## config.mk

```make
export PLATFORM = sky130hd
export DESIGN_NAME = sifhTop
export DESIGN_NICKNAME = d
export VERILOG_FILES = /design/src/rtl/sifhPassPkg.sv /design/src/rtl/sifhSeqPkg.sv /design/src/rtl/sifhSequencer.sv /design/src/rtl/binDecoder.sv /design/src/rtl/histogramPeak.sv /design/src/rtl/peakWindow.sv /design/src/rtl/sifhTop.sv
export SDC_FILE = /design/constraint.sdc
export NUM_CORES = 1
export LEC_CHECK = 0
export BUFFER_PORTS_ARGS = -buffer_cell sky130_fd_sc_hd__buf_2
export CORE_ASPECT_RATIO = 1.4
export CORE_MARGIN = 3
export CORE_UTILIZATION = 55
export CTS_CLUSTER_SIZE = 28
export DETAILED_ROUTE_END_ITERATION = 12
export PLACE_DENSITY = 0.74
export SYNTH_ARGS = -nofsm -noshare
export SYNTH_HDL_FRONTEND = slang
export SYNTH_SLANG_ARGS = --single-unit
```

## constraint.sdc

```tcl
create_clock -name clk -period 4.8 [get_ports clk]
set_input_delay 0.24 -clock clk [delete_from_list [all_inputs] [get_ports clk]]
set_output_delay 0.24 -clock clk [all_outputs]
set_load 0.005 [all_outputs]
```

## src/rtl/sifhPassPkg.sv

```systemverilog
`default_nettype none

// ****************************************
// histogram pass selection
// ****************************************

package sifhPassPkg;

    // coarse pass bins by top sample bits
    // fine pass bins at unit resolution inside the window
    typedef enum logic {
        passCoarse = 1'b0,
        passFine   = 1'b1
    } passT;

endpackage

`default_nettype wire

```

## src/rtl/sifhSeqPkg.sv

```systemverilog
`default_nettype none

// ****************************************
// sequencer states and drain length
// ****************************************

package sifhSeqPkg;

    // idle waits for the first sample of a pass
    // collect runs the counters
    // drain lets the pipeline empty
    // switch is the last busy cycle and flips the pass
    typedef enum logic [1:0] {
        seqIdle    = 2'd0,
        seqCollect = 2'd1,
        seqDrain   = 2'd2,
        seqSwitch  = 2'd3
    } seqStateT;

    // busy cycles after the last sample of a pass
    localparam int drainCycles = 4;

endpackage

`default_nettype wire

```

## src/rtl/sifhSequencer.sv

```systemverilog
`timescale 1ns/1ns
`default_nettype none

module sifhSequencer
    import sifhPassPkg::*;
    import sifhSeqPkg::*;
#(
    parameter int pixelCount      = 4,
    parameter int samplesPerPixel = 4,
    parameter int acqCount        = 2,
    localparam int pixelW = (pixelCount > 1) ? $clog2(pixelCount) : 1
) (
    input  wire logic              clk,
    input  wire logic              combin_res,
    input  wire logic              wrEn,
    output logic                   accept,
    output logic      [pixelW-1:0] pixelIdx,
    output passT                   pass,
    output logic                   passEnd,
    output logic                   busy
);

    localparam int sampleW = (samplesPerPixel > 1) ? $clog2(samplesPerPixel) : 1;
    localparam int acqW    = (acqCount > 1) ? $clog2(acqCount) : 1;
    localparam int drainW  = (drainCycles > 2) ? $clog2(drainCycles - 1) : 1;

    // terminal counts
    localparam logic [sampleW-1:0] sampleLast = sampleW'(samplesPerPixel - 1);
    localparam logic [pixelW-1:0]  pixelLast  = pixelW'(pixelCount - 1);
    localparam logic [acqW-1:0]    acqLast    = acqW'(acqCount - 1);
    // drain state covers all busy cycles but the switch cycle
    localparam logic [drainW-1:0]  drainLast  = drainW'(drainCycles - 2);

    seqStateT            state;
    logic [sampleW-1:0]  sampleCnt;
    logic [pixelW-1:0]   pixelCnt;
    logic [acqW-1:0]     acqCnt;
    logic [drainW-1:0]   drainCnt;
    logic                lastSample;

    // ****************************************
    // handshake and status
    // ****************************************

    assign busy     = (state == seqDrain) || (state == seqSwitch);
    // wrEn while busy is dropped
    assign accept   = wrEn && !busy;
    assign passEnd  = (state == seqSwitch);
    assign pixelIdx = pixelCnt;

    // final sample of the final sweep
    assign lastSample = accept && (sampleCnt == sampleLast) &&
                        (pixelCnt == pixelLast) && (acqCnt == acqLast);

    // ****************************************
    // sample, pixel and sweep counters
    // ****************************************

    always_ff @(posedge clk or negedge combin_res) begin
        if (!combin_res) begin
            sampleCnt <= '0;
            pixelCnt  <= '0;
            acqCnt    <= '0;
        end else if (accept) begin
            if (sampleCnt == sampleLast) begin
                sampleCnt <= '0;
                // next pixel, wrap into next sweep
                if (pixelCnt == pixelLast) begin
                    pixelCnt <= '0;
                    if (acqCnt == acqLast) begin
                        acqCnt <= '0;
                    end else begin
                        acqCnt <= acqCnt + 1'b1;
                    end
                end else begin
                    pixelCnt <= pixelCnt + 1'b1;
                end
            end else begin
                sampleCnt <= sampleCnt + 1'b1;
            end
        end
    end

    // ****************************************
    // pass control FSM
    // ****************************************

    always_ff @(posedge clk or negedge combin_res) begin
        if (!combin_res) begin
            state    <= seqIdle;
            drainCnt <= '0;
            pass     <= passCoarse;
        end else begin
            case (state)
                seqIdle: begin
                    if (lastSample) begin
                        state <= seqDrain;
                    end else if (accept) begin
                        state <= seqCollect;
                    end
                end
                seqCollect: begin
                    if (lastSample) begin
                        state <= seqDrain;
                    end
                end
                seqDrain: begin
                    // wait for the histogram pipeline to settle
                    if (drainCnt == drainLast) begin
                        drainCnt <= '0;
                        state    <= seqSwitch;
                    end else begin
                        drainCnt <= drainCnt + 1'b1;
                    end
                end
                seqSwitch: begin
                    state <= seqIdle;
                    pass  <= (pass == passCoarse) ? passFine : passCoarse;
                end
                default: state <= seqIdle;
            endcase
        end
    end

    // pass end lands in the last cycle of the drain window
    assert property (@(posedge clk) disable iff (!combin_res)
        $rose(busy) |-> ##(drainCycles - 1) passEnd);

    // pass end hands control back at the next edge
    assert property (@(posedge clk) disable iff (!combin_res)
        passEnd |=> !busy);

endmodule

`default_nettype wire

```

## src/rtl/binDecoder.sv

```systemverilog
`timescale 1ns/1ns
`default_nettype none

module binDecoder
    import sifhPassPkg::*;
#(
    parameter int sampleWidth = 8,
    parameter int binBits     = 4,
    parameter int pixelCount  = 4,
    localparam int pixelW = (pixelCount > 1) ? $clog2(pixelCount) : 1
) (
    input  wire logic                   clk,
    input  wire logic                   combin_res,
    input  wire logic                   accept,
    input  wire logic [sampleWidth-1:0] sample,
    input  wire passT                   pass,
    input  wire logic [pixelW-1:0]      pixelIdx,
    input  wire logic [sampleWidth-1:0] winLowCur,
    output logic                        binValid,
    output logic      [binBits-1:0]     binAddr,
    output logic      [pixelW-1:0]      binPixel
);

    localparam int spanW = sampleWidth + 1;
    // window width, one extra bit so a full range window fits
    localparam logic [spanW-1:0] binSpan = spanW'(1) << binBits;

    logic [sampleWidth-1:0] offset;
    logic                   idleCode;
    logic                   inWindow;
    logic                   hit;
    logic [binBits-1:0]     addrNext;

    // all ones marks an idle slot on the sensor link
    assign idleCode = (sample == '1);

    // fine bin position relative to the low edge
    assign offset   = sample - winLowCur;
    // upper edge is exclusive
    assign inWindow = (sample >= winLowCur) && ({1'b0, offset} < binSpan);

    always_comb begin
        if (pass == passCoarse) begin
            // top bits only
            hit      = !idleCode;
            addrNext = sample[sampleWidth-1 -: binBits];
        end else begin
            hit      = !idleCode && inWindow;
            addrNext = offset[binBits-1:0];
        end
    end

    // ****************************************
    // decode register
    // ****************************************

    always_ff @(posedge clk or negedge combin_res) begin
        if (!combin_res) begin
            binValid <= 1'b0;
        end else begin
            binValid <= accept && hit;
        end
    end

    // payload follows the accepted sample
    always_ff @(posedge clk) begin
        if (accept) begin
            binAddr  <= addrNext;
            binPixel <= pixelIdx;
        end
    end

endmodule

`default_nettype wire

```

## src/rtl/histogramPeak.sv

```systemverilog
`timescale 1ns/1ns
`default_nettype none

module histogramPeak #(
    parameter int binBits    = 4,
    parameter int pixelCount = 4,
    parameter int countWidth = 8,
    localparam int pixelW = (pixelCount > 1) ? $clog2(pixelCount) : 1
) (
    input  wire logic                          clk,
    input  wire logic                          combin_res,
    input  wire logic                          binValid,
    input  wire logic [binBits-1:0]            binAddr,
    input  wire logic [pixelW-1:0]             binPixel,
    input  wire logic                          passEnd,
    output logic      [pixelCount*binBits-1:0] peakBinFlat
);

    localparam int binCount = 2 ** binBits;

    // bin counters, one histogram per pixel
    logic [countWidth-1:0] binCnt [pixelCount][binCount];
    // set once a bin holds a count from the current pass
    logic [binCount-1:0]   binUsed [pixelCount];

    // update register between count and write back
    logic                  updValid;
    logic [pixelW-1:0]     updPixel;
    logic [binBits-1:0]    updBin;
    logic [countWidth-1:0] updCount;

    logic                  sameBin;
    logic [countWidth-1:0] baseCount;
    logic [countWidth-1:0] nextCount;

    // running peak per pixel
    logic [countWidth-1:0] peakMax [pixelCount];
    logic [binBits-1:0]    peakBin [pixelCount];

    // ****************************************
    // count stage
    // ****************************************

    // previous sample not yet written back
    assign sameBin = updValid && (updPixel == binPixel) && (updBin == binAddr);

    always_comb begin
        if (sameBin) begin
            baseCount = updCount;
        end else if (binUsed[binPixel][binAddr]) begin
            baseCount = binCnt[binPixel][binAddr];
        end else begin
            // stale bin from an earlier pass reads as empty
            baseCount = '0;
        end
    end

    // saturate instead of wrapping
    assign nextCount = (baseCount == '1) ? baseCount : baseCount + 1'b1;

    always_ff @(posedge clk or negedge combin_res) begin
        if (!combin_res) begin
            updValid <= 1'b0;
        end else begin
            updValid <= binValid;
        end
    end

    always_ff @(posedge clk) begin
        if (binValid) begin
            updPixel <= binPixel;
            updBin   <= binAddr;
            updCount <= nextCount;
        end
    end

    // ****************************************
    // write back and peak tracking
    // ****************************************

    always_ff @(posedge clk) begin
        if (updValid) begin
            binCnt[updPixel][updBin] <= updCount;
        end
    end

    always_ff @(posedge clk or negedge combin_res) begin
        if (!combin_res) begin
            for (int p = 0; p < pixelCount; p++) begin
                binUsed[p] <= '0;
                peakMax[p] <= '0;
                peakBin[p] <= '0;
            end
        end else if (passEnd) begin
            // fresh histograms for the next pass
            for (int p = 0; p < pixelCount; p++) begin
                binUsed[p] <= '0;
                peakMax[p] <= '0;
                peakBin[p] <= '0;
            end
        end else if (updValid) begin
            binUsed[updPixel][updBin] <= 1'b1;
            // strictly greater, first bin to a count keeps it
            if (updCount > peakMax[updPixel]) begin
                peakMax[updPixel] <= updCount;
                peakBin[updPixel] <= updBin;
            end
        end
    end

    always_comb begin
        for (int p = 0; p < pixelCount; p++) begin
            peakBinFlat[p*binBits +: binBits] = peakBin[p];
        end
    end

    // pixel index from the sequencer stays in range
    assert property (@(posedge clk) disable iff (!combin_res)
        binValid |-> (binPixel < pixelCount));

endmodule

`default_nettype wire

```

## src/rtl/peakWindow.sv

```systemverilog
`timescale 1ns/1ns
`default_nettype none

module peakWindow
    import sifhPassPkg::*;
#(
    parameter int sampleWidth = 8,
    parameter int binBits     = 4,
    parameter int pixelCount  = 4,
    localparam int pixelW = (pixelCount > 1) ? $clog2(pixelCount) : 1
) (
    input  wire logic                              clk,
    input  wire logic                              combin_res,
    input  wire passT                              pass,
    input  wire logic                              passEnd,
    input  wire logic [pixelW-1:0]                 pixelIdx,
    input  wire logic [pixelCount*binBits-1:0]     peakBinFlat,
    output logic      [sampleWidth-1:0]            winLowCur,
    output logic      [pixelCount*sampleWidth-1:0] resultFlat,
    output logic                                   frameDone
);

    // one extra bit keeps center plus half from wrapping
    localparam int extW = sampleWidth + 1;
    localparam logic [extW-1:0] half   = extW'(1) << (binBits - 1);
    localparam logic [extW-1:0] maxVal = {1'b0, {sampleWidth{1'b1}}};
    // clamp for peaks near the top of the range
    localparam logic [extW-1:0] topLow = maxVal - extW'(1) - (half << 1);

    // low edge per pixel
    logic [sampleWidth-1:0] winLow [pixelCount];

    // ****************************************
    // window rule
    // ****************************************

    function automatic logic [sampleWidth-1:0] windowLow(input logic [binBits-1:0] bin);
        logic [extW-1:0] center;
        logic [extW-1:0] low;
        center = extW'(bin) << (sampleWidth - binBits);
        if (center <= half) begin
            low = '0;
        end else if ((center + half) > (maxVal - extW'(1))) begin
            low = topLow;
        end else begin
            low = center - half;
        end
        return low[sampleWidth-1:0];
    endfunction

    // decoder reads the edge of the pixel being accepted
    assign winLowCur = winLow[pixelIdx];

    // ****************************************
    // windows after coarse, results after fine
    // ****************************************

    always_ff @(posedge clk or negedge combin_res) begin
        if (!combin_res) begin
            for (int p = 0; p < pixelCount; p++) begin
                winLow[p] <= '0;
            end
            resultFlat <= '0;
            frameDone  <= 1'b0;
        end else begin
            frameDone <= passEnd && (pass == passFine);
            if (passEnd) begin
                for (int p = 0; p < pixelCount; p++) begin
                    if (pass == passCoarse) begin
                        winLow[p] <= windowLow(peakBinFlat[p*binBits +: binBits]);
                    end else begin
                        // fine bin is an offset from the low edge
                        resultFlat[p*sampleWidth +: sampleWidth] <=
                            winLow[p] + sampleWidth'(peakBinFlat[p*binBits +: binBits]);
                    end
                end
            end
        end
    end

    // every window stays inside the sample range
    for (genvar g = 0; g < pixelCount; g++) begin : gWinCheck
        assert property (@(posedge clk) disable iff (!combin_res)
            (extW'(winLow[g]) + (half << 1) - extW'(1)) <= maxVal);
    end

endmodule

`default_nettype wire

```

## src/rtl/sifhTop.sv

```systemverilog
`timescale 1ns/1ns
`default_nettype none

module sifhTop
    import sifhPassPkg::*;
#(
    parameter int sampleWidth     = 8,
    parameter int binBits         = 4,
    parameter int pixelCount      = 4,
    parameter int samplesPerPixel = 4,
    parameter int acqCount        = 2,
    parameter int countWidth      = 8
) (
    input  wire logic                              clk,
    input  wire logic                              combin_res,
    input  wire logic                              wrEn,
    input  wire logic [sampleWidth-1:0]            sample,
    output logic                                   busy,
    output logic                                   frameDone,
    output logic      [pixelCount*sampleWidth-1:0] resultFlat
);

    localparam int pixelW = (pixelCount > 1) ? $clog2(pixelCount) : 1;

    // sequencer to datapath
    logic                          accept;
    logic [pixelW-1:0]             pixelIdx;
    passT                          pass;
    logic                          passEnd;

    // decode to histogram
    logic                          binValid;
    logic [binBits-1:0]            binAddr;
    logic [pixelW-1:0]             binPixel;

    // histogram and window feedback
    logic [pixelCount*binBits-1:0] peakBinFlat;
    logic [sampleWidth-1:0]        winLowCur;

    // ****************************************
    // block instances
    // ****************************************

    sifhSequencer #(
        .pixelCount(pixelCount), .samplesPerPixel(samplesPerPixel), .acqCount(acqCount)
    ) u_sequencer (
        .clk(clk), .combin_res(combin_res), .wrEn(wrEn), .accept(accept),
        .pixelIdx(pixelIdx), .pass(pass), .passEnd(passEnd), .busy(busy)
    );

    binDecoder #(
        .sampleWidth(sampleWidth), .binBits(binBits), .pixelCount(pixelCount)
    ) u_decoder (
        .clk(clk), .combin_res(combin_res), .accept(accept), .sample(sample),
        .pass(pass), .pixelIdx(pixelIdx), .winLowCur(winLowCur),
        .binValid(binValid), .binAddr(binAddr), .binPixel(binPixel)
    );

    histogramPeak #(
        .binBits(binBits), .pixelCount(pixelCount), .countWidth(countWidth)
    ) u_histogram (
        .clk(clk), .combin_res(combin_res), .binValid(binValid), .binAddr(binAddr),
        .binPixel(binPixel), .passEnd(passEnd), .peakBinFlat(peakBinFlat)
    );

    peakWindow #(
        .sampleWidth(sampleWidth), .binBits(binBits), .pixelCount(pixelCount)
    ) u_window (
        .clk(clk), .combin_res(combin_res), .pass(pass), .passEnd(passEnd),
        .pixelIdx(pixelIdx), .peakBinFlat(peakBinFlat), .winLowCur(winLowCur),
        .resultFlat(resultFlat), .frameDone(frameDone)
    );

endmodule

`default_nettype wire

```

==> results.md, run 1 <==
* Buf/Inv on CP at 0
* Register area share after synthesis at 69.6%
* Die area at 56200 µm²
* Crit path kind: reg2reg
* DR WL/cell at roughly 27 µm
* Grt total ovfl at 0
* Register area at slightly above 20000 µm²
* First-pass GRT wire length at between 100000 and 150000 µm
* Leading area contributor after synthesis: edfxtp_1
* CTS Buf Count at 66
* Fin crit period at between 4 and 5 ns
* Hold Crit Class: in2reg
* Post-route clock skew at between 0.02 and 0.025 ns
* Synth top area share at 54.4%
* Worst slew pin tran at 1.26 ns
* Total GRT Usage at 25.7%
* Total of max-cap violations at 0
* CTS tree: yes
* CTS HTree Levels at 3
* Post-synth top flop: edfxtp_1
* Reg clk slew, reported paths at about 0.07 ns
* Total power at between 15 and 20 mW
* Syn-to-layout area delta at 10.6%
* Crit-path max cell delay at 0.89 ns
* CTS root buf: clkbuf_16
* Clock tree buffer depth at 3
* Synth area leaders: edfxtp_1 (54%), dfrtp_1 (15%), mux4_2 (10%), mux2i_1 (3.9%), nor2_1 (3.4%)
* Total of warnings raised by yosys at 0
* Setup violators final at 0
* Syn Inst Count at 1814
* Avg Inst Size Synth at 16.2 µm²
* Cell Area, Synth at 29400 µm²
* Final-stage net count at just under 2000
* Peak supply drop at 0.000393 V
* Vias in the first global route at 16900
* Site Rows at 99
* Iter 0 DRT Violations at 1735
* Startpoint Class: flop
* DR pass1 iterations at 5
* Fmax at 238 MHz
* Clk sinks at approximately 710
* Chip height at 279 µm
* Detailed Place HPWL at 46500 µm
* Post-synthesis net count at 1859
* Critical Path AT at between 4 and 5 ns
* Yosys cell types at 65
* FILL cells at 3751
* Final hold vios at 0
* Outcome: finished, final reports clean
* Via Count at approximately 17000
* Slew headroom at 15.7%
* Fin Setup TNS at 0 ns
* Crit-path cells: nor2b_1 > a22oi_1 > a21oi_1 > a21oi_1 > nand2_1 > a32o_1 > ha_1 > nand3_2 > or4_1 > mux2_4
* Worst Path Max Fanout at 17
* DR vias/cell at between 6 and 7
* Placer Congestion at 0.988
* DIE WIDTH at 201 µm
* Worst-Skew Late Latency at between 0.5 and 0.6 ns
* Core Util, Final at 61.8%
* Core Footprint at 52500 µm²
* CP most frequent cell: a21oi_1
* Share of cells above drive strength 1 at a little under a fifth
* Number of synthesized flops with an enable pin at 532
* Leakage at roughly 12 nW
* IO Port Bufs at between 40 and 50
* Number of I/O pins at 45
* Pwr dens at ~600 nW/µm²
* Area of the multi-input gates at 8320 µm²
* Initial Utilization at 55.9%
* Slowest cell on crit path: nor2b_1
* Worst EP required at 5.13 ns
* Initial antenna violation count at 0
* Post-CTS setup repair buffer count at 0
* Period utilization at roughly 88%
* Seq cells post-synth at about 710
* Crit end category: flop
* Antenna viol nets, final at 0
* Total routed wirelength at about 70000 µm
* Async set-reset flop share out of synthesis at roughly 25%
* Residual DRC count at 0
* Largest net degree at the start of global routing at approximately 120
* RSZ-0062 raised after global routing: false
* # diodes at 0
* Delay-heaviest family, CP: simple AND/OR/NAND/NOR gates
* Fin. max-slew vios at 0
## worst paths after layout
path | startpoint | to | slack, ns | cells after the start
max | u_decoder.binAddr[2]$_DFFE_PP_ | u_histogram.updCount[1]$_DFFE_PP_ | 0.59 | 10
min | sample[1] | u_decoder.binAddr[1]$_DFFE_PP_ | 0.04 | 2
max reg2reg | u_decoder.binAddr[2]$_DFFE_PP_ | u_histogram.updCount[1]$_DFFE_PP_ | 0.59 | 10
min reg2reg | u_sequencer.acqCnt$_DFFE_PN0P_ | u_sequencer.acqCnt$_DFFE_PN0P_ | 0.48 | 1
max in group asynchronous | combin_res | u_histogram.peakMax[9]$_DFFE_PN0P_ | 3.31 | 3
min in group asynchronous | combin_res | u_window.resultFlat[31]$_DFFE_PN0P_ | 0.37 | 2
## per-layer routing
layer / track usage, % / part of all wire (%)
met2: 44.1 / 51
met4: 12.3 / 5.5
met5: 0 / 0
met1: 32.3 / 36
met3: 3.93 / 7.5
## layout make-up
cell class | instances | area share, %
Sequential cell | 711 | 63.0
Clock inverter | 32 | 0.752
Timing Repair Buffer | 91 | 1.91
Clock buffer | 85 | 5.63
Multi-Input combinational cell | 980 | 25.6
Tap cell | 707 | 2.73
Inverter | 31 | 0.358
## flip-flops by register name, indices dropped and copies added (netlist names), 4 cells and up, named ones only
signal                   cells
u_decoder.binAddr            4
u_histogram.binCnt         512
u_histogram.binUsed         64
u_histogram.peakBinFlat     16
u_histogram.peakMax         32
u_histogram.updBin           4
u_histogram.updCount         8
u_window.resultFlat         32
u_window.winLow             20
## cell usage after synthesis, types with 8 or more instances
cell      number
edfxtp_1     532
a22oi_1       39
nand3_1       37
o21ai_0       47
clkbuf_1      50
inv_1         29
a22o_1         8
ha_1          33
dfrtp_1      177
nand2_1       85
nor2b_1       28
xnor2_1        8
buf_4         18
mux4_2       131
nor3_1        11
a21oi_1       28
mux2_2        30
xor2_1        14
buf_2         14
nor2_1       269
mux2i_1      113
o31ai_1       10
nand4_1        8
## cell families after synthesis
kind of cell    Yosys count  synth area share, %
compound gates          176                 4.12
mux                     275                 15.1
fa+ha+maj                34                 1.47
flops                   711                 69.6
simple gates            473                 6.93
xor+xnor                 22                0.656
buf+inv                 123                 2.07
## report_power, final
group          total [mW]  internal [mW]  switching [mW]
Clock                5.05           2.86            2.20
Combinational        5.71           2.33            3.38
Sequential           8.75           7.87           0.876
## repair_timing
action | CTS | global route
gates resized for setup | 0 | 0
endpoints found under the hold margin | 114 | 0
hold buffers | 1 | 0
## metrics by stage
step | setup WS, ns | hold WS [ns] | instances | area [µm²]
2_1_floorplan | 1.21 | -0.0556 | 1814 | 29400
3_3_place_gp | 0.860 | 0.461 | 2519 | 30400
3_5_place_dp | 0.684 | 0.467 | 2519 | 30400
4_1_cts | 0.686 | 0.0255 | 2637 | 32500
5_1_grt | 0.381 | 0.0446 | 2637 | 32500
6_report | 0.592 | 0.0414 | 2637 | 32500
## cell usage in the layout (no fill, tap or decap), types with 28 or more instances in the layout
cell / count
dfrtp_1: 177
nand2_1: 85
mux4_2: 131
buf_4: 43
inv_1: 29
edfxtp_1: 532
ha_1: 32
mux2i_1: 113
a21oi_1: 28
buf_2: 43
clkbuf_16: 69
nor2b_1: 28
mux2_2: 30
nor2_1: 269
nand3_1: 37
a22oi_1: 39
o21ai_0: 47
Power figures use the tool's default switching activity.
==> run 2, diff against run 1 <==
--- a/config.mk
+++ b/config.mk
@@ -7,7 +7,6 @@
 export LEC_CHECK = 0
 export BUFFER_PORTS_ARGS = -buffer_cell sky130_fd_sc_hd__buf_2
 export CORE_ASPECT_RATIO = 1.4
-export CORE_MARGIN = 3
 export CORE_UTILIZATION = 55
 export CTS_CLUSTER_SIZE = 28
 export DETAILED_ROUTE_END_ITERATION = 12
==> run 2 against run 1 <==
Clock skew increased by 0.0012 ns; critical path depth increased by 1; die area decreased by 3.4%; total power increased by 0.69%; design area increased by 0.75%; count of clock-buffer cells in the layout decreased by 10; final cell count increased by 1.2%.
==> results.md, run 2 (synthesis results as in run 1) <==
* Worst-Skew Late Latency at 0.62 ns (+0.03 ns)
* Slowest cell on crit path: nor2_1
* RSZ-0062 raised after global routing: false
* Hold_ws at 0.0469 ns (+0.00557 ns)
* Setup violators final at 0 (unchanged)
* Net Sw Frac at 33.4% (+0.37 points)
* CTS Buf Count at 61 (-7.6%)
* Total of max-cap violations at 0 (unchanged)
* Worst Path Max Fanout at 21 (+4)
* Initial antenna violation count at 2 (+2)
* DIE WIDTH at 197 µm (-2.0%)
* Largest regs: u_histogram.binCnt x512, u_histogram.binUsed x64
* Initial Utilization at 56.0% (+0.13 points)
* Placed Cells at 2549 (+1.2%)
* Hold Crit Class: in2reg
* Fmax at 240 MHz (+1.2%)
* Fin crit period at 4.16 ns (-0.0483 ns)
* Peak supply drop at 0.000380 V (-3.2%)
* CTS tree: yes
* Final hold vios at 0 (unchanged)
* Number of I/O pins at 45 (unchanged)
* Crit path kind: reg2reg
* Total GRT Usage at 28.0% (+2.4 points)
* Core Footprint at 52400 µm² (-0.24%)
* Most common cell after layout, fill and taps aside: edfxtp_1
* Grt total ovfl at 0 (unchanged)
* Iter 0 DRT Violations at 1560 (-10%)
* DR vias/cell at 6.24 (-0.63%)
* Startpoint Class: flop
* Outcome: finished, final reports clean
* Syn-to-layout area delta at 11.4%
* FILL cells at 3657 (-2.5%)
* Crit-path cells: buf_4 > nor2_1 > a22oi_1 > nand2_1 > a21oi_1 > nand2_1 > a32o_1 > ha_1 > nand3_2 > or4_1 > a21oi_1
* Die area at 54300 µm² (-3.4%)
* Reg clk slew, reported paths at 0.06 ns (about the same)
* Slew headroom at 2.57% (-13 points)
* First-pass GRT wire length at 110000 µm (+1.7%)
* Fin. max-slew vios at 0 (unchanged)
* Total routed wirelength at 73700 µm (+3.8%)
* Period utilization at 86.7% (-1.0 points)
* Share of cells above drive strength 1 at 19.9% (+1.1 points)
* Antenna viol nets, final at 0 (unchanged)
* Most flop-heavy register: u_histogram.binCnt
* Commonest cells after routing, fill and taps aside: edfxtp_1 (532), nor2_1 (269), dfrtp_1 (177), mux4_2 (131), mux2i_1 (113)
* Leakage at 11.8 nW (+1.3%)
* Internal Power at 13.1 mW (+0.12%)
* DR WL/cell at 27.6 µm (+2.6%)
* Pwr dens at 601 nW/µm² (about the same)
* Chip height at 275 µm (-1.4%)
* Clk sinks at 711 (unchanged)
* Site Rows at 99 (unchanged)
* Clock tree buffer depth at 3 (unchanged)
* Residual DRC count at 0 (unchanged)
* Part of the power in registers at 44.3% (-0.5 points)
* CTS HTree Levels at 2 (-1)
* CTS root buf: clkbuf_16
* Post-CTS setup repair buffer count at 0 (unchanged)
* Fin Setup TNS at 0 ns (unchanged)
* Critical Path AT at 4.53 ns (about the same)
* Max FFs per register at 512 (unchanged)
* Largest net degree at the start of global routing at 83 (-29%)
* Placer Congestion at 0.950 (-3.8%)
* Post-route clock skew at 0.0248 ns (+0.00124 ns)
* Via Count at 16600 (+0.54%)
* DR pass1 iterations at 5 (unchanged)
* Worst slew pin tran at 1.46 ns (+0.198 ns)
* Combinational group share of total power at 30.5% (+1.2 points)
* Sw Pwr at 6.57 mW (+1.8%)
* Vias in the first global route at 16900 (-0.18%)
* Crit end category: flop
* Layout Cells excl Fill at 2668 (+1.2%)
* Crit-path max cell delay at 0.66 ns (-0.23 ns)
* IO Port Bufs at 44 (unchanged)
* Final-stage net count at 1953 (+1.4%)
* Clock power frac at 25.2% (-0.7 points)
* Detailed Place HPWL at 49000 µm (+5.4%)
* Worst EP required at 5.17 ns (+0.04 ns)
==> run 2: cell count changes in the layout (fill, tap and decap cells not counted), sizes merged <==
cell	delta
clkbuf	-10
bufinv	+4
inv	+1
clkinv	+3
dlygate4sd3	+2
buf	+30
diode	+1
==> run 2: power by group through the flow <==
stage | clock [mW] | combinational [mW] | sequential (mW)
2_1_floorplan | 0 | 3.82 | 8.62
3_3_place_gp | 0 | 5.83 | 8.77
3_5_place_dp | 0 | 5.96 | 8.81
4_1_cts | 4.99 | 5.99 | 8.69
5_1_grt | 5.20 | 6.39 | 8.78
6_report | 4.94 | 6.00 | 8.71
==> run 2: area by class of cell <==
| cell class | instances | area (µm²) | share of cell area, % |
|---|---|---|---|
| well taps | 707 | 885 | 2.70 |
| clock inverters | 40 | 390 | 1.19 |
| inverters | 31 | 116 | 0.356 |
| diodes | 1 | 2.50 | 0.00765 |
| flip-flops and latches | 711 | 20500 | 62.5 |
| repair buffers | 123 | 927 | 2.83 |
| clock buffers | 75 | 1610 | 4.93 |
| multi-input cells | 980 | 8320 | 25.4 |
==> run 2: final timing paths <==
| kind | endpoint | depth (start not counted) | start | slack [ns] |
|---|---|---|---|---|
| max | u_histogram.updCount[2]$_DFFE_PP_ | 11 | u_decoder.binAddr[2]$_DFFE_PP_ | 0.64 |
| min in group asynchronous | u_window.resultFlat[4]$_DFFE_PN0P_ | 2 | combin_res | 0.25 |
| min reg2reg | u_sequencer.acqCnt$_DFFE_PN0P_ | 1 | u_sequencer.acqCnt$_DFFE_PN0P_ | 0.47 |
| max reg2reg | u_histogram.updCount[2]$_DFFE_PP_ | 11 | u_decoder.binAddr[2]$_DFFE_PP_ | 0.64 |
| min | u_decoder.binValid$_DFF_PN0_ | 4 | sample[4] | 0.05 |
| max in group asynchronous | u_histogram.binUsed[57]$_DFFE_PN0P_ | 3 | combin_res | 3.38 |
==> run 2: critical path: cells and delay by family (launching register included) <==
family                     cells  cell delay, ns
adders and majority gates      1            0.26
and+or+nand+nor                5            1.63
buffers and inverters          1            0.36
AOI/OAI and AO/OA              4            1.02
DFF                            1            0.63
==> run 2: through the flow <==
step | utilization, % | instance area [µm²] | power [mW] | setup slack (ns)
final | 62.4 | 32700 | 19.6 | 0.640
after detailed placement | 58.5 | 30700 | 14.8 | 0.735
after CTS | 62.4 | 32700 | 19.7 | 0.719
after global routing | 62.4 | 32700 | 20.4 | 0.559
after floorplan | - | 29400 | 12.4 | 1.21
after global placement | 58.5 | 30700 | 14.6 | 0.736
==> run 2: routing by layer <==
metal | track usage, % | vias to the layer above | share of wire [%] | wire length (µm)
li1 | - | 7081 | - | -
met3 | 3.60 | 172 | 6.6 | 4840
met4 | 13.5 | 2 | 5.1 | 3780
met5 | 0 | - | 0.018 | 13
met2 | 49.2 | 756 | 53 | 38700
met1 | 34.5 | 8626 | 36 | 26400
==> run 2: timing repair <==
item / CTS / global route
hold buffers: 3 / 0
resized for setup: 0 / 0
endpoints found under the hold margin: 81 / 0
